$ cat config.mk
export PLATFORM = sky130hd
export DESIGN_NAME = ifu
export DESIGN_NICKNAME = d
export VERILOG_FILES = /design/src/logic/rvPkg.sv /design/src/logic/fetchPkg.sv /design/src/logic/pcGen.sv /design/src/logic/decompress.sv /design/src/logic/instrPredecode.sv /design/src/logic/stageReg.sv /design/src/logic/ifu.sv
export SDC_FILE = /design/constraint.sdc
export NUM_CORES = 1
export LEC_CHECK = 0
export ABC_AREA = 1
export BUFFER_PORTS_ARGS = -buffer_cell sky130_fd_sc_hd__buf_4
export CORE_AREA = 4 4 189 191
export CTS_CLUSTER_DIAMETER = 80
export DETAILED_ROUTE_END_ITERATION = 6
export DIE_AREA = 0 0 193 195
export GPL_TIMING_DRIVEN = 1
export PLACE_DENSITY = 0.75
export SETUP_SLACK_MARGIN = 0.3
export SLEW_MARGIN = 20
export SYNTH_ARGS = -nofsm -noshare
export SYNTH_HDL_FRONTEND = slang
export SYNTH_SLANG_ARGS = --single-unit
$ cat constraint.sdc
create_clock -name clk -period 1.72 [get_ports clk]
set_input_delay 0.258 -clock clk [delete_from_list [all_inputs] [get_ports clk]]
set_output_delay 0.258 -clock clk [all_outputs]
set_load 0.02 [all_outputs]
$ cat src/logic/rvPkg.sv
// RV32 ISA types and encodings shared by the fetch unit and its testbench.
// Files name members with rvPkg:: scope, no import.

package rvPkg;

  //////////////////////////////
  // basic words
  //////////////////////////////

  // byte address on the 32-bit bus
  typedef logic [31:0] addr_t;

  // one instruction word, raw or expanded
  typedef logic [31:0] instr_t;

  // compact control-flow class, carried down to M
  // a call or jump links through ra or x5
  typedef struct packed {
    logic call;
    logic ret;
    logic jumpReg;
    logic jump;
    logic branch;
  } instrClass_t;

  //////////////////////////////
  // encodings
  //////////////////////////////

  // addi x0, x0, 0
  localparam instr_t nopInstr = 32'h0000_0013;

  // major opcodes, bits 6:0
  localparam logic [6:0] opBranch = 7'b110_0011;
  localparam logic [6:0] opJal    = 7'b110_1111;
  localparam logic [6:0] opJalr   = 7'b110_0111;
  localparam logic [6:0] opOpImm  = 7'b001_0011;
  localparam logic [6:0] opLui    = 7'b011_0111;
  localparam logic [6:0] opOp     = 7'b011_0011;
  localparam logic [6:0] opLoad   = 7'b000_0011;
  localparam logic [6:0] opStore  = 7'b010_0011;

  // link registers of the calling convention
  localparam logic [4:0] regRa      = 5'd1;
  // alternate link register
  localparam logic [4:0] regAltLink = 5'd5;

endpackage

$ cat src/logic/fetchPkg.sv
// Pipeline control and stage payload types of the fetch unit.
// Used by the top level and the testbench with fetchPkg:: scope.

package fetchPkg;

  //////////////////////////////
  // hazard unit control
  //////////////////////////////

  // plain levels from the hazard unit, no handshake
  typedef struct packed {
    logic stallF;
    logic stallD;
    logic stallE;
    logic stallM;
    logic flushD;
    logic flushE;
    logic flushM;
  } pipeCtrl_t;

  //////////////////////////////
  // stage payloads
  //////////////////////////////

  // F to D: raw fetched word, expansion happens in D
  typedef struct packed {
    rvPkg::addr_t  pc;
    rvPkg::instr_t instr;
    // pc + 2 or pc + 4
    rvPkg::addr_t  link;
  } decodePayload_t;

  // D to E: expanded word plus its predecoded class
  typedef struct packed {
    rvPkg::addr_t       pc;
    rvPkg::instr_t      instr;
    rvPkg::addr_t       link;
    rvPkg::instrClass_t instrClass;
  } executePayload_t;

  // E to M, link no longer needed past E
  typedef struct packed {
    rvPkg::addr_t       pc;
    rvPkg::instr_t      instr;
    rvPkg::instrClass_t instrClass;
  } memPayload_t;

endpackage

$ cat src/logic/pcGen.sv
// Fetch PC register and next-PC selection.
// Also reports a misaligned redirect target for the execute-stage fault.

module pcGen #(
  parameter rvPkg::addr_t resetVector = 32'h0000_1000,
  parameter bit           cSupported  = 1'b1
) (
  input  logic          clk,
  input  logic          rst,
  input  logic          stallF,
  input  rvPkg::instr_t instrF,
  input  logic          pcSrcE,
  input  rvPkg::addr_t  pcTargetE,
  input  rvPkg::addr_t  privNextPcM,
  input  logic          retM,
  input  logic          trapM,
  output rvPkg::addr_t  pcF,
  output rvPkg::addr_t  pcNext,
  output rvPkg::addr_t  pcPlus,
  output logic          misaligned
);

  // fetched word is 16 bits wide
  logic         compressedF;
  // upper word address plus one, i.e. pc + 4
  logic [31:2]  pcPlusUpper;
  // selected target before alignment
  rvPkg::addr_t pcNextRaw;
  logic         privChange;

  //////////////////////////////
  // sequential successor
  //////////////////////////////

  // low bits 11 mark a full 32-bit word
  assign compressedF = cSupported && (instrF[1:0] != 2'b11);

  // one 30-bit adder serves both +2 and +4
  assign pcPlusUpper = pcF[31:2] + 30'd1;

  always_comb begin
    if (compressedF) begin
      // +2 crosses a word boundary only from the upper halfword
      if (pcF[1]) begin
        pcPlus = {pcPlusUpper, 2'b00};
      end else begin
        pcPlus = {pcF[31:2], 2'b10};
      end
    end else begin
      pcPlus = {pcPlusUpper, pcF[1:0]};
    end
  end

  //////////////////////////////
  // redirect priority
  //////////////////////////////

  assign privChange = retM | trapM;

  // privileged change beats branch, branch beats sequential
  always_comb begin
    if (privChange) begin
      pcNextRaw = privNextPcM;
    end else if (pcSrcE) begin
      pcNextRaw = pcTargetE;
    end else begin
      pcNextRaw = pcPlus;
    end
  end

  // instructions sit on halfword boundaries at least
  assign pcNext = {pcNextRaw[31:1], 1'b0};

  // checked on the raw target so an odd address is still caught
  // word alignment is required without compressed support
  assign misaligned = cSupported ? pcNextRaw[0] : |pcNextRaw[1:0];

  // fetch PC register, held while fetch is stalled
  always_ff @(posedge clk) begin
    if (rst) begin
      pcF <= resetVector;
    end else if (!stallF) begin
      pcF <= pcNext;
    end
  end

endmodule

$ cat src/logic/decompress.sv
// Expands a subset of RVC instructions to their 32-bit form in decode.
// Unsupported 16-bit encodings become a nop and raise illegalComp.

module decompress #(
  parameter bit cSupported = 1'b1
) (
  input  rvPkg::instr_t instrRaw,
  output rvPkg::instr_t instrExp,
  output logic          illegalComp
);

  // quadrant and funct3 together pick the format
  logic [4:0]    sel;
  // full register fields of CI/CR formats
  logic [4:0]    rd;
  logic [4:0]    rs2;
  // 3-bit register fields map onto x8..x15
  logic [4:0]    rdRs2P;
  logic [4:0]    rs1P;
  // sign-extended 6-bit immediate
  logic [11:0]   immCi;
  // jump offset of c.j and c.jal
  logic [11:1]   jOff;
  // branch offset of c.beqz and c.bnez
  logic [8:1]    bOff;
  rvPkg::instr_t expC;
  logic          badC;

  assign sel    = {instrRaw[15:13], instrRaw[1:0]};
  assign rd     = instrRaw[11:7];
  assign rs2    = instrRaw[6:2];
  assign rdRs2P = {2'b01, instrRaw[4:2]};
  assign rs1P   = {2'b01, instrRaw[9:7]};
  assign immCi  = {{7{instrRaw[12]}}, instrRaw[6:2]};

  // scrambled bit order of the CJ format
  assign jOff = {instrRaw[12], instrRaw[8], instrRaw[10:9], instrRaw[6], instrRaw[7],
                 instrRaw[2], instrRaw[11], instrRaw[5:3]};

  // scrambled bit order of the CB format
  assign bOff = {instrRaw[12], instrRaw[6:5], instrRaw[2], instrRaw[11:10], instrRaw[4:3]};

  //////////////////////////////
  // expansion table
  //////////////////////////////

  always_comb begin
    expC = rvPkg::nopInstr;
    badC = 1'b0;
    case (sel)
      // c.lw
      5'b010_00: expC = {5'b0, instrRaw[5], instrRaw[12:10], instrRaw[6], 2'b00,
                         rs1P, 3'b010, rdRs2P, rvPkg::opLoad};
      // c.sw
      5'b110_00: expC = {5'b0, instrRaw[5], instrRaw[12], rdRs2P, rs1P, 3'b010,
                         instrRaw[11:10], instrRaw[6], 2'b00, rvPkg::opStore};
      // c.addi, c.nop falls out with rd and imm zero
      5'b000_01: expC = {immCi, rd, 3'b000, rd, rvPkg::opOpImm};
      // c.jal links through ra (RV32 only)
      5'b001_01: expC = {jOff[11], jOff[10:1], jOff[11], {8{jOff[11]}},
                         rvPkg::regRa, rvPkg::opJal};
      // c.li is addi from x0
      5'b010_01: expC = {immCi, 5'd0, 3'b000, rd, rvPkg::opOpImm};
      5'b011_01: begin
        // c.lui, rd x2 would be c.addi16sp which is not handled
        expC = {{14{instrRaw[12]}}, instrRaw[12], instrRaw[6:2], rd, rvPkg::opLui};
        badC = (rd == 5'd2) || ({instrRaw[12], instrRaw[6:2]} == 6'd0);
      end
      // c.j, no link
      5'b101_01: expC = {jOff[11], jOff[10:1], jOff[11], {8{jOff[11]}},
                         5'd0, rvPkg::opJal};
      // c.beqz and c.bnez, funct3 bit 13 picks bne
      5'b110_01, 5'b111_01: begin
        expC = {bOff[8], {2{bOff[8]}}, bOff[8:5], 5'd0, rs1P, {2'b00, instrRaw[13]},
                bOff[4:1], bOff[8], rvPkg::opBranch};
      end
      5'b100_10: begin
        if (!instrRaw[12]) begin
          if (rs2 == 5'd0) begin
            // c.jr, rs1 x0 is reserved
            expC = {12'd0, rd, 3'b000, 5'd0, rvPkg::opJalr};
            badC = (rd == 5'd0);
          end else begin
            // c.mv
            expC = {7'd0, rs2, 5'd0, 3'b000, rd, rvPkg::opOp};
          end
        end else begin
          if (rs2 == 5'd0) begin
            // c.jalr, rs1 x0 here is c.ebreak
            expC = {12'd0, rd, 3'b000, rvPkg::regRa, rvPkg::opJalr};
            badC = (rd == 5'd0);
          end else begin
            // c.add
            expC = {7'd0, rs2, rd, 3'b000, rd, rvPkg::opOp};
          end
        end
      end
      default: badC = 1'b1;
    endcase
  end

  // full-width words bypass the table
  always_comb begin
    if (instrRaw[1:0] == 2'b11) begin
      instrExp    = instrRaw;
      illegalComp = 1'b0;
    end else if (!cSupported || badC) begin
      instrExp    = rvPkg::nopInstr;
      illegalComp = 1'b1;
    end else begin
      instrExp    = expC;
      illegalComp = 1'b0;
    end
  end

endmodule

$ cat src/logic/instrPredecode.sv
// Compact control-flow class of the expanded decode-stage instruction.
// Also merges the base decoder and compressed illegal flags.

module instrPredecode (
  input  rvPkg::instr_t      instrExp,
  input  logic               illegalBaseD,
  input  logic               illegalComp,
  output rvPkg::instrClass_t classD,
  output logic               illegalInstrD
);

  logic [6:0] opcode;
  // destination is a link register
  logic       rdLink;
  // source is a link register
  logic       rs1Link;
  logic       isJal;
  logic       isJalr;

  assign opcode  = instrExp[6:0];
  assign rdLink  = (instrExp[11:7] == rvPkg::regRa) || (instrExp[11:7] == rvPkg::regAltLink);
  assign rs1Link = (instrExp[19:15] == rvPkg::regRa) || (instrExp[19:15] == rvPkg::regAltLink);
  assign isJal   = (opcode == rvPkg::opJal);
  assign isJalr  = (opcode == rvPkg::opJalr);

  // jal or jalr writing ra or x5
  assign classD.call    = (isJal || isJalr) && rdLink;
  // jalr through ra or x5
  assign classD.ret     = isJalr && rs1Link;
  // any other register jump
  assign classD.jumpReg = isJalr && !rs1Link && !rdLink;
  // plain jal, no link
  assign classD.jump    = isJal && !rdLink;
  assign classD.branch  = (opcode == rvPkg::opBranch);

  // bad 32-bit or bad 16-bit encoding
  assign illegalInstrD = illegalBaseD | illegalComp;

endmodule

$ cat src/logic/stageReg.sv
// Pipeline register with enable and synchronous clear, typed by its payload.
// Flush loads clearValue, stall holds the current contents.

module stageReg #(
  parameter type      payload_t  = logic,
  parameter payload_t clearValue = '0
) (
  input  logic     clk,
  input  logic     rst,
  input  logic     en,
  input  logic     clr,
  input  payload_t d,
  output payload_t q
);

  // clear wins over enable so a flush lands even while stalled
  always_ff @(posedge clk) begin
    if (rst || clr) begin
      q <= clearValue;
    end else if (en) begin
      q <= d;
    end
  end

endmodule

$ cat src/logic/ifu.sv
// Instruction fetch unit top level, F through M stages.
// Set resetVector and cSupported here, they are passed down.

module ifu #(
  parameter rvPkg::addr_t resetVector = 32'h0000_1000,
  parameter bit           cSupported  = 1'b1
) (
  input  logic                clk,
  input  logic                rst,
  input  fetchPkg::pipeCtrl_t ctrl,
  // fetch
  input  rvPkg::instr_t       instrF,
  output rvPkg::addr_t        pcF,
  // decode
  output rvPkg::addr_t        pcD,
  output rvPkg::instr_t       instrD,
  input  logic                illegalBaseD,
  output logic                illegalInstrD,
  // execute
  input  logic                pcSrcE,
  input  rvPkg::addr_t        pcTargetE,
  output rvPkg::addr_t        pcE,
  output rvPkg::instr_t       instrE,
  output rvPkg::addr_t        pcLinkE,
  output logic                predWrongE,
  // memory
  input  logic                retM,
  input  logic                trapM,
  input  rvPkg::addr_t        privNextPcM,
  output rvPkg::addr_t        pcM,
  output rvPkg::instr_t       instrM,
  output rvPkg::instrClass_t  classM,
  output logic                misalignFaultM,
  output rvPkg::addr_t        misalignAdrM
);

  // flushed stages carry a nop with no class
  localparam fetchPkg::decodePayload_t decodeClear =
    '{pc: '0, instr: rvPkg::nopInstr, link: '0};
  localparam fetchPkg::executePayload_t executeClear =
    '{pc: '0, instr: rvPkg::nopInstr, link: '0, instrClass: '0};
  localparam fetchPkg::memPayload_t memClear =
    '{pc: '0, instr: rvPkg::nopInstr, instrClass: '0};

  rvPkg::addr_t              pcNext;
  rvPkg::addr_t              pcPlus;
  logic                      misaligned;
  logic                      misalignFaultE;
  rvPkg::instrClass_t        classD;
  logic                      illegalComp;
  fetchPkg::decodePayload_t  fetchOut;
  fetchPkg::decodePayload_t  decodeIn;
  fetchPkg::executePayload_t decodeOut;
  fetchPkg::executePayload_t executeIn;
  fetchPkg::memPayload_t     executeOut;
  fetchPkg::memPayload_t     memIn;

  //////////////////////////////
  // fetch
  //////////////////////////////

  pcGen #(.resetVector(resetVector), .cSupported(cSupported)) pcUnit (
    .clk, .rst, .stallF(ctrl.stallF), .instrF, .pcSrcE, .pcTargetE, .privNextPcM,
    .retM, .trapM, .pcF, .pcNext, .pcPlus, .misaligned);

  // link address rides along from the fetch adder
  assign fetchOut = '{pc: pcF, instr: instrF, link: pcPlus};

  stageReg #(.payload_t(fetchPkg::decodePayload_t), .clearValue(decodeClear)) decodeReg (
    .clk, .rst, .en(!ctrl.stallD), .clr(ctrl.flushD), .d(fetchOut), .q(decodeIn));

  //////////////////////////////
  // decode
  //////////////////////////////

  decompress #(.cSupported(cSupported)) decompressUnit (
    .instrRaw(decodeIn.instr), .instrExp(instrD), .illegalComp);

  instrPredecode predecodeUnit (
    .instrExp(instrD), .illegalBaseD, .illegalComp, .classD, .illegalInstrD);

  assign pcD       = decodeIn.pc;
  assign decodeOut = '{pc: decodeIn.pc, instr: instrD, link: decodeIn.link, instrClass: classD};

  stageReg #(.payload_t(fetchPkg::executePayload_t), .clearValue(executeClear)) executeReg (
    .clk, .rst, .en(!ctrl.stallE), .clr(ctrl.flushE), .d(decodeOut), .q(executeIn));

  //////////////////////////////
  // execute
  //////////////////////////////

  assign pcE     = executeIn.pc;
  assign instrE  = executeIn.instr;
  assign pcLinkE = executeIn.link;

  // no predictor, so every taken redirect was mispredicted
  assign predWrongE = pcSrcE;

  // odd branch or jump target
  assign misalignFaultE = misaligned & pcSrcE;

  assign executeOut = '{pc: executeIn.pc, instr: executeIn.instr,
                        instrClass: executeIn.instrClass};

  stageReg #(.payload_t(fetchPkg::memPayload_t), .clearValue(memClear)) memReg (
    .clk, .rst, .en(!ctrl.stallM), .clr(ctrl.flushM), .d(executeOut), .q(memIn));

  // fault and its address follow stallM only
  stageReg #(.payload_t(logic), .clearValue(1'b0)) faultReg (
    .clk, .rst, .en(!ctrl.stallM), .clr(1'b0), .d(misalignFaultE), .q(misalignFaultM));

  stageReg #(.payload_t(rvPkg::addr_t), .clearValue('0)) faultAdrReg (
    .clk, .rst, .en(!ctrl.stallM), .clr(1'b0), .d(pcNext), .q(misalignAdrM));

  //////////////////////////////
  // memory
  //////////////////////////////

  assign pcM    = memIn.pc;
  assign instrM = memIn.instr;
  assign classM = memIn.instrClass;

endmodule

Yosys cells after proc, flatten, opt, wreduce, memory -nomap -nowiden
Cells that the tools add are included.
{"block": "totals", "out_inout_bits": 296, "wordCells": 78, "input_bits": 109, "regBits": 326}
{"block": "op_classes", "n_bitwise": 3, "addsub": 1, "n_mux": 14, "eq_ne": 20, "reduce_logical": 19}
{"op": "32-bit case mux with 9 select lines", "count": 1}
{"op": "32-bit 2-to-1 mux", "count": 7}
{"op": "25-bit 2-to-1 mux", "count": 2}
{"op": "30-bit by 1-bit adder with 30-bit output, second input constant", "count": 1}
{"op": "5-bit == test, second input constant", "count": 5}
{"op": "7-bit == test, second input constant", "count": 3}
{"op": "5-bit by 1-bit == test with 1-bit output, second input constant", "count": 3}
{"op": "5-bit by 3-bit == test with 1-bit output, second input constant", "count": 3}
{"op": "5-bit by 4-bit == test with 1-bit output, second input constant", "count": 3}
{"op": "5-bit logical NOT", "count": 2}
{"op": "8-bit OR reduction", "count": 1}
{"op": "1-bit logical OR", "count": 7}
{"op": "6-bit logical NOT", "count": 1}
{"op": "5-bit by 2-bit == test with 1-bit output, second input constant", "count": 1}
{"op": "1-bit logical AND", "count": 5}
{"op": "1-bit 2-to-1 mux", "count": 3}
{"op": "1-bit case mux with 3 select lines", "count": 1}
{"op": "2-bit == test, second input constant", "count": 1}
{"op": "1-bit logical NOT", "count": 2}
{"op": "2-bit inequality test, second input constant", "count": 1}
{"op": "1-bit bitwise OR", "count": 2}
{"op": "2-bit OR reduction", "count": 1}
{"op": "1-bit bitwise AND", "count": 1}

Longest topological paths before layout
Gate-level depths: netlist of run 1.
{"block": "logic_depth", "depth_word": 11, "mapped_depth": 17, "ltp_nobuf": 16}

Modules after synthesis
Synthesis of run 1 repeated with hierarchy kept, for this count alone.
{"block": "hier_totals", "cells_unflattened": 2731, "hier_area_um2": 17176.5}
{"module": "stageReg (executeReg)", "seq_area_each_um2": 2021.9, "n_inst": 1, "area_each_um2": 4674.5, "cells_each": 635}
{"module": "stageReg (decodeReg)", "seq_area_each_um2": 1921.8, "n_inst": 1, "area_each_um2": 3932.5, "cells_each": 603}
{"module": "pcGen", "seq_area_each_um2": 620.6, "n_inst": 1, "area_each_um2": 3091.7, "cells_each": 582}
{"module": "stageReg (memReg)", "seq_area_each_um2": 1381.3, "n_inst": 1, "area_each_um2": 2822.7, "cells_each": 432}
{"module": "stageReg (faultAdrReg)", "seq_area_each_um2": 640.6, "n_inst": 1, "area_each_um2": 1353.8, "cells_each": 203}
{"module": "decompress", "seq_area_each_um2": 0.0, "n_inst": 1, "area_each_um2": 1102.3, "cells_each": 239}
{"module": "instrPredecode", "seq_area_each_um2": 0.0, "n_inst": 1, "area_each_um2": 123.9, "cells_each": 23}
{"module": "stageReg (faultReg)", "seq_area_each_um2": 20.0, "n_inst": 1, "area_each_um2": 45.0, "cells_each": 7}
{"module": "ifu", "seq_area_each_um2": 0.0, "n_inst": 1, "area_each_um2": 30.0, "cells_each": 7}

Worst setup path before layout of run 1
Ideal clock, no wire load.
{"block": "synth_path", "path_type": "register to output", "start": "reg decodeReg.q[33] (netlist bit)", "end": "out illegalInstrD", "arrival_time_ps": 1644, "slack_ps": -182, "path_stages_with_launch": 11, "required_ps": 1462, "path_buffers": 2, "cell_sequence": "dfxtp_1 > inv_2 > nand2_4 > nor2_4 > nor2_4 > nand2_1 > nor2_2 > nor2_4 > buf_4 > buf_2 > o21bai_1"}
{"block": "synth_via", "elab_chain_cells": 6, "elab_cells_between_ends": 16, "cone_classes": "eq/ne: 11; mux: 3; bitwise: 1; reduce/logical: 1"}
{"item": "start: declaration", "line_no": "stageReg.sv:13", "rtl": "output payload_t q"}
{"item": "start signal: assignment", "line_no": "stageReg.sv:19", "rtl": "q <= clearValue;"}
{"item": "5-bit by 4-bit == test with 1-bit output, or another cell as far along", "line_no": "decompress.sv:50", "rtl": "case (sel)"}
{"item": "8-bit OR reduction (no source line)"}
{"item": "1-bit case mux with 3 select lines", "line_no": "decompress.sv:50"}
{"item": "1-bit 2-to-1 mux", "line_no": "decompress.sv:107", "rtl": "end else if (!cSupported || badC) begin"}
{"item": "1-bit 2-to-1 mux *", "line_no": "decompress.sv:104", "rtl": "if (instrRaw[1:0] == 2'b11) begin"}
{"item": "1-bit bitwise OR *", "line_no": "instrPredecode.sv:37", "rtl": "assign illegalInstrD = illegalBaseD | illegalComp;"}
{"item": "end: declaration", "line_no": "ifu.sv:18", "rtl": "output logic illegalInstrD,"}
Mark *: on every way between the ends. The rest lies on a longest branch, timed or not.

Worst setup path in the final report of run 1
{"block": "layout_path", "start": "reg decodeReg.q[46] (netlist bit)", "end": "out instrD[10]"}
{"block": "layout_via", "elab_chain_cells": 5, "elab_cells_between_ends": 16, "cone_classes": "eq/ne: 10; mux: 4; reduce/logical: 2"}
{"item": "5-bit by 4-bit == test with 1-bit output, or another cell as far along", "line_no": "decompress.sv:50"}
{"item": "8-bit OR reduction (no source line) / 2-bit OR reduction (equally long branches)"}
{"item": "1-bit case mux with 3 select lines / 32-bit case mux with 9 select lines (equally long branches)", "line_no": "decompress.sv:50"}
{"item": "32-bit 2-to-1 mux *", "line_no": "decompress.sv:107"}
{"item": "32-bit 2-to-1 mux *", "line_no": "decompress.sv:104"}
{"item": "end: declaration", "line_no": "ifu.sv:16", "rtl": "output rvPkg::instr_t instrD,"}
Marks and branches as above.

==> summary.txt, run 1 <==
STA
  • Minimum clock period: ~2.5 ns
  • Max frequency: 408.0 MHz
  • Hold Fails Final Rpt: 0
  • RSZ-0062 raised after global routing: yes
  • Period utilization: 142.5%
  • Setup ws final: -0.7312 ns
  • Minimum hold slack: about 0.0072 ns
  • Final setup vio count: between 100 and 150
  • Worst-Margin Slew: about 0.66 ns
  • Relative slew margins: between 50% and 60%
  • Clk_skew: between 0.02 and 0.025 ns
  • Max-slew violations: 0

Critical path
  • Worst Setup Path Type: register to primary output
  • Crit-path max FO: 7
  • Arr. time, crit path: about 2.2 ns
  • Worst path slowest cell: dfxtp_4
  • CP peak stage delay: between 0.3 and 0.4 ns
  • CP required: 1.46 ns
  • Crit-path cells: nor2_4 -> nand2_2 -> nor2_4 -> nand3_2 -> nand2_2 -> nor2_4 -> buf_12 -> buf_16 -> a21oi_4 -> inv_2 -> buf_6
  • Worst setup SP type: register
  • CP Capture Type: primary output
  • Worst Path Buf+Inv: 4
  • CP top delay family: simple AND/OR/NAND/NOR gates
  • Most used cell along the critical path: nor2_4

Power
  • Clock share of power: around 41%
  • Net Sw Power: 0.005288 W
  • Logic pwr share: 17.8%
  • PnR Total Power: between 0.015 and 0.02 W
  • Sequential Power Share: a little over two fifths
  • Switching Share: 27.72%
  • Internal power: between 0.01 and 0.015 W
  • Leakage: between 10 and 15 nW
  • Power Dens Cells: 831.7 nW/um2
  • VDD IR-drop max: between 600 and 700 uV

Global routing
  • First-pass GRT wire length: about 85 mm
  • Antenna violations before repair: 1
  • Total track usage: between 20% and 30%
  • Gr ovfl total: 0
  • Vias in the first global route: 14,930
  • Largest net degree at the start of global routing: about 80

Logic synthesis
  • Synth async-reset ratio: 0%
  • Syn_area_per_cell: 7.335 um2
  • Multiplexer share of the synthesized area: 0%
  • Synth Register Bits: 324
  • Syn Inst Count: 2,018
  • Synthesis Warnings: 0
  • Area share of fa/ha/maj cells after synthesis: less than 1%
  • Post-synthesis xor/xnor area fraction: 1.065%
  • Synthesized area: roughly 15,000 um2
  • Largest cells by area after synthesis: dfxtp_1 44%, nand2_1 9.0%, buf_4 8.4%, o21ai_0 7.7%, a21oi_1 6.4%
  • Seq/Total Area, Yosys: between 40% and 50%
  • Simple-gate area share of the yosys netlist: about 18%
  • Top-area cell type share of the netlist area: approximately 44%
  • Yosys cell types: 42
  • Synth area leader: dfxtp_1
  • Post-synth EDFFs: 0
  • Largest family of logic cells by synthesized area: compound AO/OA/AOI/OAI gates
  • Compound-Gate Fraction of Synth Area: around a fifth
  • Main synth FF type: dfxtp_1

Clock tree
  • Clk sinks: approximately 320
  • Clk buf depth: 3
  • TritonCTS clock tree: yes
  • Worst-Skew Late Latency: roughly 0.52 ns
  • CTS clk-pin slew, worst paths: 0.07 ns
  • CTS root buffer: clkbuf_16
  • TritonCTS Buffers: 36
  • Depth of the CTS H-tree: 2

Hold path
  • HP Class: primary input to register

Route
  • Via density: 5.222
  • DR vias: roughly 16,000
  • 1st-iter DRT viols: ~1,200
  • DR pass1 iterations: 5
  • DRC violations left: 0
  • Final WL: roughly 60 mm
  • ANT nets after route: 0
  • DR WL/cell: ~20 um

Final layout
  • Multi-input gate area: about 7000 um2
  • Final core utilization: about two thirds
  • Final net count: roughly 2,600
  • Fillers: roughly 2,700
  • Most common cell after layout, fill and taps aside: buf_4
  • Reg area: 6558 um2
  • Layout cells sized above 1: 44.49%
  • Commonest non-fill, non-tap cells in the layout: 520 x buf_4, 293 x dfxtp_1, 289 x nand2_1, 213 x inv_1, 178 x buf_6
  • Fin cells: approximately 3,000
  • Syn-to-layout area delta: 54.95%

Placed design
  • Place WS: -0.3468 ns
  • Port bufs: slightly below 400
  • GP Congestion: 0.9815
  • Dpl cells: roughly 2,800
  • Post-DP HPWL: a little over 40 mm

Die
  • Effective utilization at floorplan: between 40% and 50%
  • Core outline area: between 30,000 and 40,000 um2
  • I/O pin total: 405
  • DIE AREA: 37,640 um2
  • Die X: between 150 and 200 um
  • Row cnt: 68
  • Die height: approximately 200 um

Outcome
  • Failing checks: negative setup slack
  • Status: complete, but fails checks

Run
  • Max-cap violations: 0
[synthesized netlist by cell type (all sizes together), types with 23 or more instances]
cell and number:
a21oi 193, nand2 378, buf 176, o211ai 23
o22ai 26, clkbuf 97, nand3 65, nor2 153
inv 257, dfxtp 324, o21ai 231
[cells by family (layout without fill, tap and decap cells)]
kind of cell / count (synthesis) / in the layout
compound gates: 516 / 516
xor+xnor: 18 / 18
fa+ha+maj: 1 / 1
buf+inv: 534 / 1059
flops: 324 / 324
other cells: 2 / 9
simple gates: 623 / 623
[worst register-to-register path, stage by stage (launching register included)]
cell     delay [ns]
dfxtp_4        0.39
nor2_4         0.14
nand2_2        0.08
nor2_4         0.14
nand3_2        0.09
nand2_2        0.09
nor2_4         0.05
buf_12         0.14
buf_12         0.14
a21oi_4        0.18
buf_6          0.12
buf_6          0.08
buf_6          0.08
buf_6          0.09
buf_6          0.11
nand3_1        0.14
nand3_1        0.12
nand2_1        0.05
[metal layers]
metal	up-vias	GRT usage (%)	part of all wire (%)	wire length, um
met3	193	5.238	8.0	4807
met4	2	12.88	6.1	3642
met2	799	47.45	47	28540
li1	7314	-	-	-
met1	7385	36.52	38	23140
met5	-	0	0.022	13
[flip-flops by register name, summed over array words and instances, names as in the netlist]
name / count
memReg.q: 68
decodeReg.q: 94
executeReg.q: 99
faultAdrReg.q: 31
faultReg.q: 1
pcUnit.pcF: 31
[through the flow]
stage	area [um2]	setup TNS, ns
2_1_floorplan	15100	-0.4505
3_3_place_gp	18730	-17.38
3_5_place_dp	18730	-18.39
4_1_cts	21870	-28.19
5_1_grt	22930	-54.10
6_report	22930	-43.48
[worst paths after layout]
path                                 startpoint          endpoint  slack [ns]  cells past startpoint
worst max-delay path            decodeReg.q[46]        instrD[10]       -0.73                     11
worst max register to register  decodeReg.q[46]   executeReg.q[2]       -0.61                     17
worst min register to register  decodeReg.q[20]  executeReg.q[25]        0.46                      2
worst min-delay path                  instrF[8]   decodeReg.q[40]       0.007                      3
[what timing repair did]
item	in CTS	in global routing
resized for setup	360	181
pin swaps	111	106
endpoints found under the setup margin	177	180
setup buffers	63	49
cloned	2	0
hold endpoints to repair	15	0
hold buffers	14	0
[layout make-up]
| type | count | area share [%] |
|---|---|---|
| Clock buffer | 55 | 4.774 |
| Sequential cell | 324 | 28.59 |
| Timing Repair Buffer | 733 | 28.25 |
| Tap cell | 455 | 2.482 |
| Antenna cell | 1 | 0.01091 |
| Inverter | 261 | 4.457 |
| Multi-Input combinational cell | 1166 | 31.06 |
| Clock inverter | 10 | 0.3710 |
[power groups by stage]
stage | Combinational [W] | Clock, W | Sequential, W
global placement | 0.00261 | 0 | 0.00809
global route | 0.00357 | 0.00811 | 0.00798
detailed placement | 0.00263 | 0 | 0.00810
floorplan | 0.00132 | 0 | 0.00816
finish | 0.00339 | 0.00772 | 0.00796
CTS | 0.00307 | 0.00778 | 0.00794
Power figures use the tool's default switching activity.
==> run 2, diff against run 1 <==
- PLACE_DENSITY: 0.75 -> 0.72
- SLEW_MARGIN: 20 -> 15
- clock period: 1.72 -> 2.3 ns (I/O delays scaled with it)
==> run 2 against run 1 <==
Net effect:
- the run still ends with negative setup slack left
- highest routed layer is now met4
- clock power decreased by 22%
- non-clock buffer count is 180 lower
- via count shrank 7.2%
- global-route usage shrank 2.3 points
- setup slack better by 0.46 ns
- utilization decreased by 8.3 points
- die area stayed put
==> summary.txt, run 2 (synthesized netlist as in run 1, its figures left out) <==
STA
  • Relative slew margins: 20.21% (was 55.98%)
  • Clk_skew: 0.01790 ns (was 0.02181 ns)
  • RSZ-0062 raised after global routing: yes (unchanged)
  • Final setup vio count: 31 (was 135)
  • Max frequency: ~390 MHz
  • Hold Fails Final Rpt: 0 (unchanged)
  • Setup ws final: -0.2755 ns (was -0.7312 ns)
  • Max-slew violations: 0 (unchanged)
  • Worst-Margin Slew: 1.196 ns (was 0.6603 ns)
  • Period utilization: 112.0%
  • Minimum clock period: about 2.6 ns
  • Minimum hold slack: 0.07019 ns (was 0.007197 ns)

Final layout
  • Final net count: 2,453 (was 2,632)
  • Commonest non-fill, non-tap cells in the layout: 494 x buf_4, 324 x nand2_1, 307 x dfxtp_1, 237 x inv_1, 213 x o21ai_0 (was 520 x buf_4, 293 x dfxtp_1, 289 x nand2_1, 213 x inv_1, 178 x buf_6)
  • Ant. Diodes: 0 (was 1)
  • Reg area: 6523 um2 (was 6558 um2)
  • Fillers: 3,068 (was 2,663)
  • Top reg by flops: executeReg.q (unchanged)
  • Layout cells sized above 1: 33.45% (was 44.49%)
  • Max FFs per register: 99 (unchanged)
  • Multi-input gate area: 6310 um2 (was 7124 um2)
  • Most common cell after layout, fill and taps aside: buf_4 (unchanged)
  • Syn-to-layout area delta: 35.89% (was 54.95%)
  • Fin cells: 2,820 (was 3,005)
  • Largest registers: executeReg.q: 99 flops, decodeReg.q: 94 flops, memReg.q: 68 flops (unchanged)

Hold path
  • Worst hold start: instrF[4] (was instrF[8])
  • HP Class: primary input to register (unchanged)
  • Worst hold stages: 3 (unchanged)
  • WHS Endpoint: decodeReg.q[36] (was decodeReg.q[40])

Outcome
  • Status: complete, but fails checks (unchanged)
  • Failing checks: negative setup slack (unchanged)

Clock tree
  • # hold bufs at CTS: 0 (was 14)
  • CTS clk-pin slew, worst paths: 0.06 ns (was 0.07 ns)
  • CTS root buffer: clkbuf_16 (unchanged)
  • TritonCTS clock tree: yes (unchanged)
  • Clk sinks: 324 (unchanged)
  • Worst-Skew Late Latency: 0.51 ns (was 0.52 ns)
  • Clk buf depth: 3 (unchanged)
  • TritonCTS Buffers: 37 (was 36)
  • Depth of the CTS H-tree: 2 (unchanged)

Route
  • ANT nets after route: 0 (unchanged)
  • DR vias: 14,570 (was 15,693)
  • DR pass1 iterations: 5 (unchanged)
  • 1st-iter DRT viols: 1,025 (was 1,214)
  • DR WL/cell: 18.97 um (was 20.01 um)
  • Via density: 5.167 (was 5.222)
  • DRC violations left: 0 (unchanged)
  • Final WL: 53.49 mm (was 60.14 mm)

Power
  • Sequential Power Share: 42.6% (was 41.7%)
  • PnR Total Power: 0.01395 W (was 0.01907 W)
  • Internal power: 0.01026 W (was 0.01379 W)
  • Net Sw Power: 0.003689 W (was 0.005288 W)
  • Leakage: 9.455 nW (was 10.73 nW)
  • Clock share of power: 43.3% (was 40.5%)
  • Power Dens Cells: 693.3 nW/um2 (was 831.7 nW/um2)
  • Logic pwr share: 14.0% (was 17.8%)
  • Switching Share: 26.45% (was 27.72%)
  • VDD IR-drop max: 360.2 uV (was 641.1 uV)

Critical path
  • Worst R2R Setup Slack: -0.04 ns (was -0.61 ns)
  • CP top delay family: buffers and inverters (was simple AND/OR/NAND/NOR gates)
  • CP Capture Type: primary output (unchanged)
  • Worst path slowest cell: dfxtp_2 (was dfxtp_4)
  • Worst Setup Path Type: register to primary output (unchanged)
  • Worst Path Buf+Inv: 7 (was 4)
  • Crit-path max FO: 6 (was 7)
  • Arr. time, crit path: 2.23 ns (was 2.19 ns)
  • CP required: 1.96 ns (was 1.46 ns)
  • CP peak stage delay: 0.33 ns (was 0.39 ns)
  • Worst setup SP type: register (unchanged)
  • Crit-path cells: inv_4 -> nand2_8 -> buf_12 -> nor2_8 -> nand2_4 -> nand2_4 -> nor2_4 -> nor2_4 -> buf_6 -> buf_12 -> a22oi_2 -> buf_4 -> inv_2 -> buf_6 (was nor2_4 -> nand2_2 -> nor2_4 -> nand3_2 -> nand2_2 -> nor2_4 -> buf_12 -> buf_16 -> a21oi_4 -> inv_2 -> buf_6)
  • FF-to-FF Start: decodeReg.q[33] (was decodeReg.q[46])
  • R2r endpoint: executeReg.q[1] (was executeReg.q[2])
  • R2R depth: 19 (was 17)

Global routing
  • Vias in the first global route: 13,612 (was 14,930)
  • Gr ovfl total: 0 (unchanged)
  • Total track usage: 26.40% (was 28.72%)
  • Largest net degree at the start of global routing: 83 (was 79)
  • Antenna violations before repair: 0 (was 1)
  • First-pass GRT wire length: 78.99 mm (was 85.19 mm)

Placed design
  • GP Congestion: 0.9546 (was 0.9815)
  • Port bufs: 396 (unchanged)
  • Post-DP HPWL: 38.67 mm (was 41.53 mm)
  • Dpl cells: 2,684 (was 2,811)

Die
  • Die X: 193 um (unchanged)
  • Core outline area: 34,120 um2 (unchanged)
  • DIE AREA: 37,640 um2 (unchanged)
  • Die height: 195 um (unchanged)
  • Effective utilization at floorplan: 43.38% (unchanged)
  • Row cnt: 68 (unchanged)
  • I/O pin total: 405 (unchanged)

Run
  • Max-cap violations: 0 (unchanged)
-- run 2: routing by layer --
| metal | up-vias | share of wire [%] | GRT usage, % |
|---|---|---|---|
| met5 | - | 0 | 0 |
| met4 | 0 | 4.3 | 10.04 |
| li1 | 6967 | - | - |
| met3 | 112 | 7.3 | 3.361 |
| met1 | 6851 | 42 | 36.11 |
| met2 | 640 | 46 | 42.60 |
-- run 2: repair_timing --
action,CTS,global route
gates cloned,3,0
pin swaps,42,44
setup endpoints to repair,59,92
resized for setup,142,106
buffers inserted,53,19
-- run 2: tightest hold or removal path, stage by stage --
cell      delay (ns)
buf_4           0.08
nand2_1         0.05
o211ai_1        0.07
-- run 2: how the worst max path moves through the flow --
stage                     depth (start not counted)  slack, ns       endpoint            start
final                                            14      -0.28     instrD[14]  decodeReg.q[33]
after global routing                             14      -0.38     instrD[13]  decodeReg.q[33]
after CTS                                        11      -0.27     instrD[12]  decodeReg.q[35]
after detailed placement                          9      -0.01     instrD[12]  decodeReg.q[46]
after global placement                            9     -0.009     instrD[12]  decodeReg.q[47]
after floorplan                                  10       0.31  illegalInstrD  decodeReg.q[33]
-- run 2: layout make-up --
cell class / count / share of cell area [%]
Timing Repair Buffer: 553 / 22.28
Tap cell: 455 / 2.830
Multi-Input combinational cell: 1166 / 31.37
Sequential cell: 324 / 32.43
Clock buffer: 46 / 5.070
Clock inverter: 15 / 1.082
Inverter: 261 / 4.939
-- run 2: through the flow --
| stage | TNS [ns] | cell area [um2] | util [%] | setup WS (ns) |
|---|---|---|---|---|
| after global routing | -9.505 | 20110 | 58.96 | -0.3791 |
| after CTS | -5.053 | 19600 | 57.45 | -0.2741 |
| after detailed placement | -0.01279 | 17400 | 50.99 | -0.01279 |
| final | -5.973 | 20110 | 58.96 | -0.2755 |
| after global placement | -0.009202 | 17400 | 50.99 | -0.009202 |
| after floorplan | 0 | 14820 | - | 0.3112 |
-- run 2: power by group through the flow --
stage          Combinational [W]  Clock, W  Sequential, W
6_report                 0.00195   0.00604        0.00595
3_3_place_gp             0.00172         0        0.00605
5_1_grt                  0.00209   0.00637        0.00596
3_5_place_dp             0.00173         0        0.00605
4_1_cts                  0.00187   0.00612        0.00594
2_1_floorplan           0.000945         0        0.00610
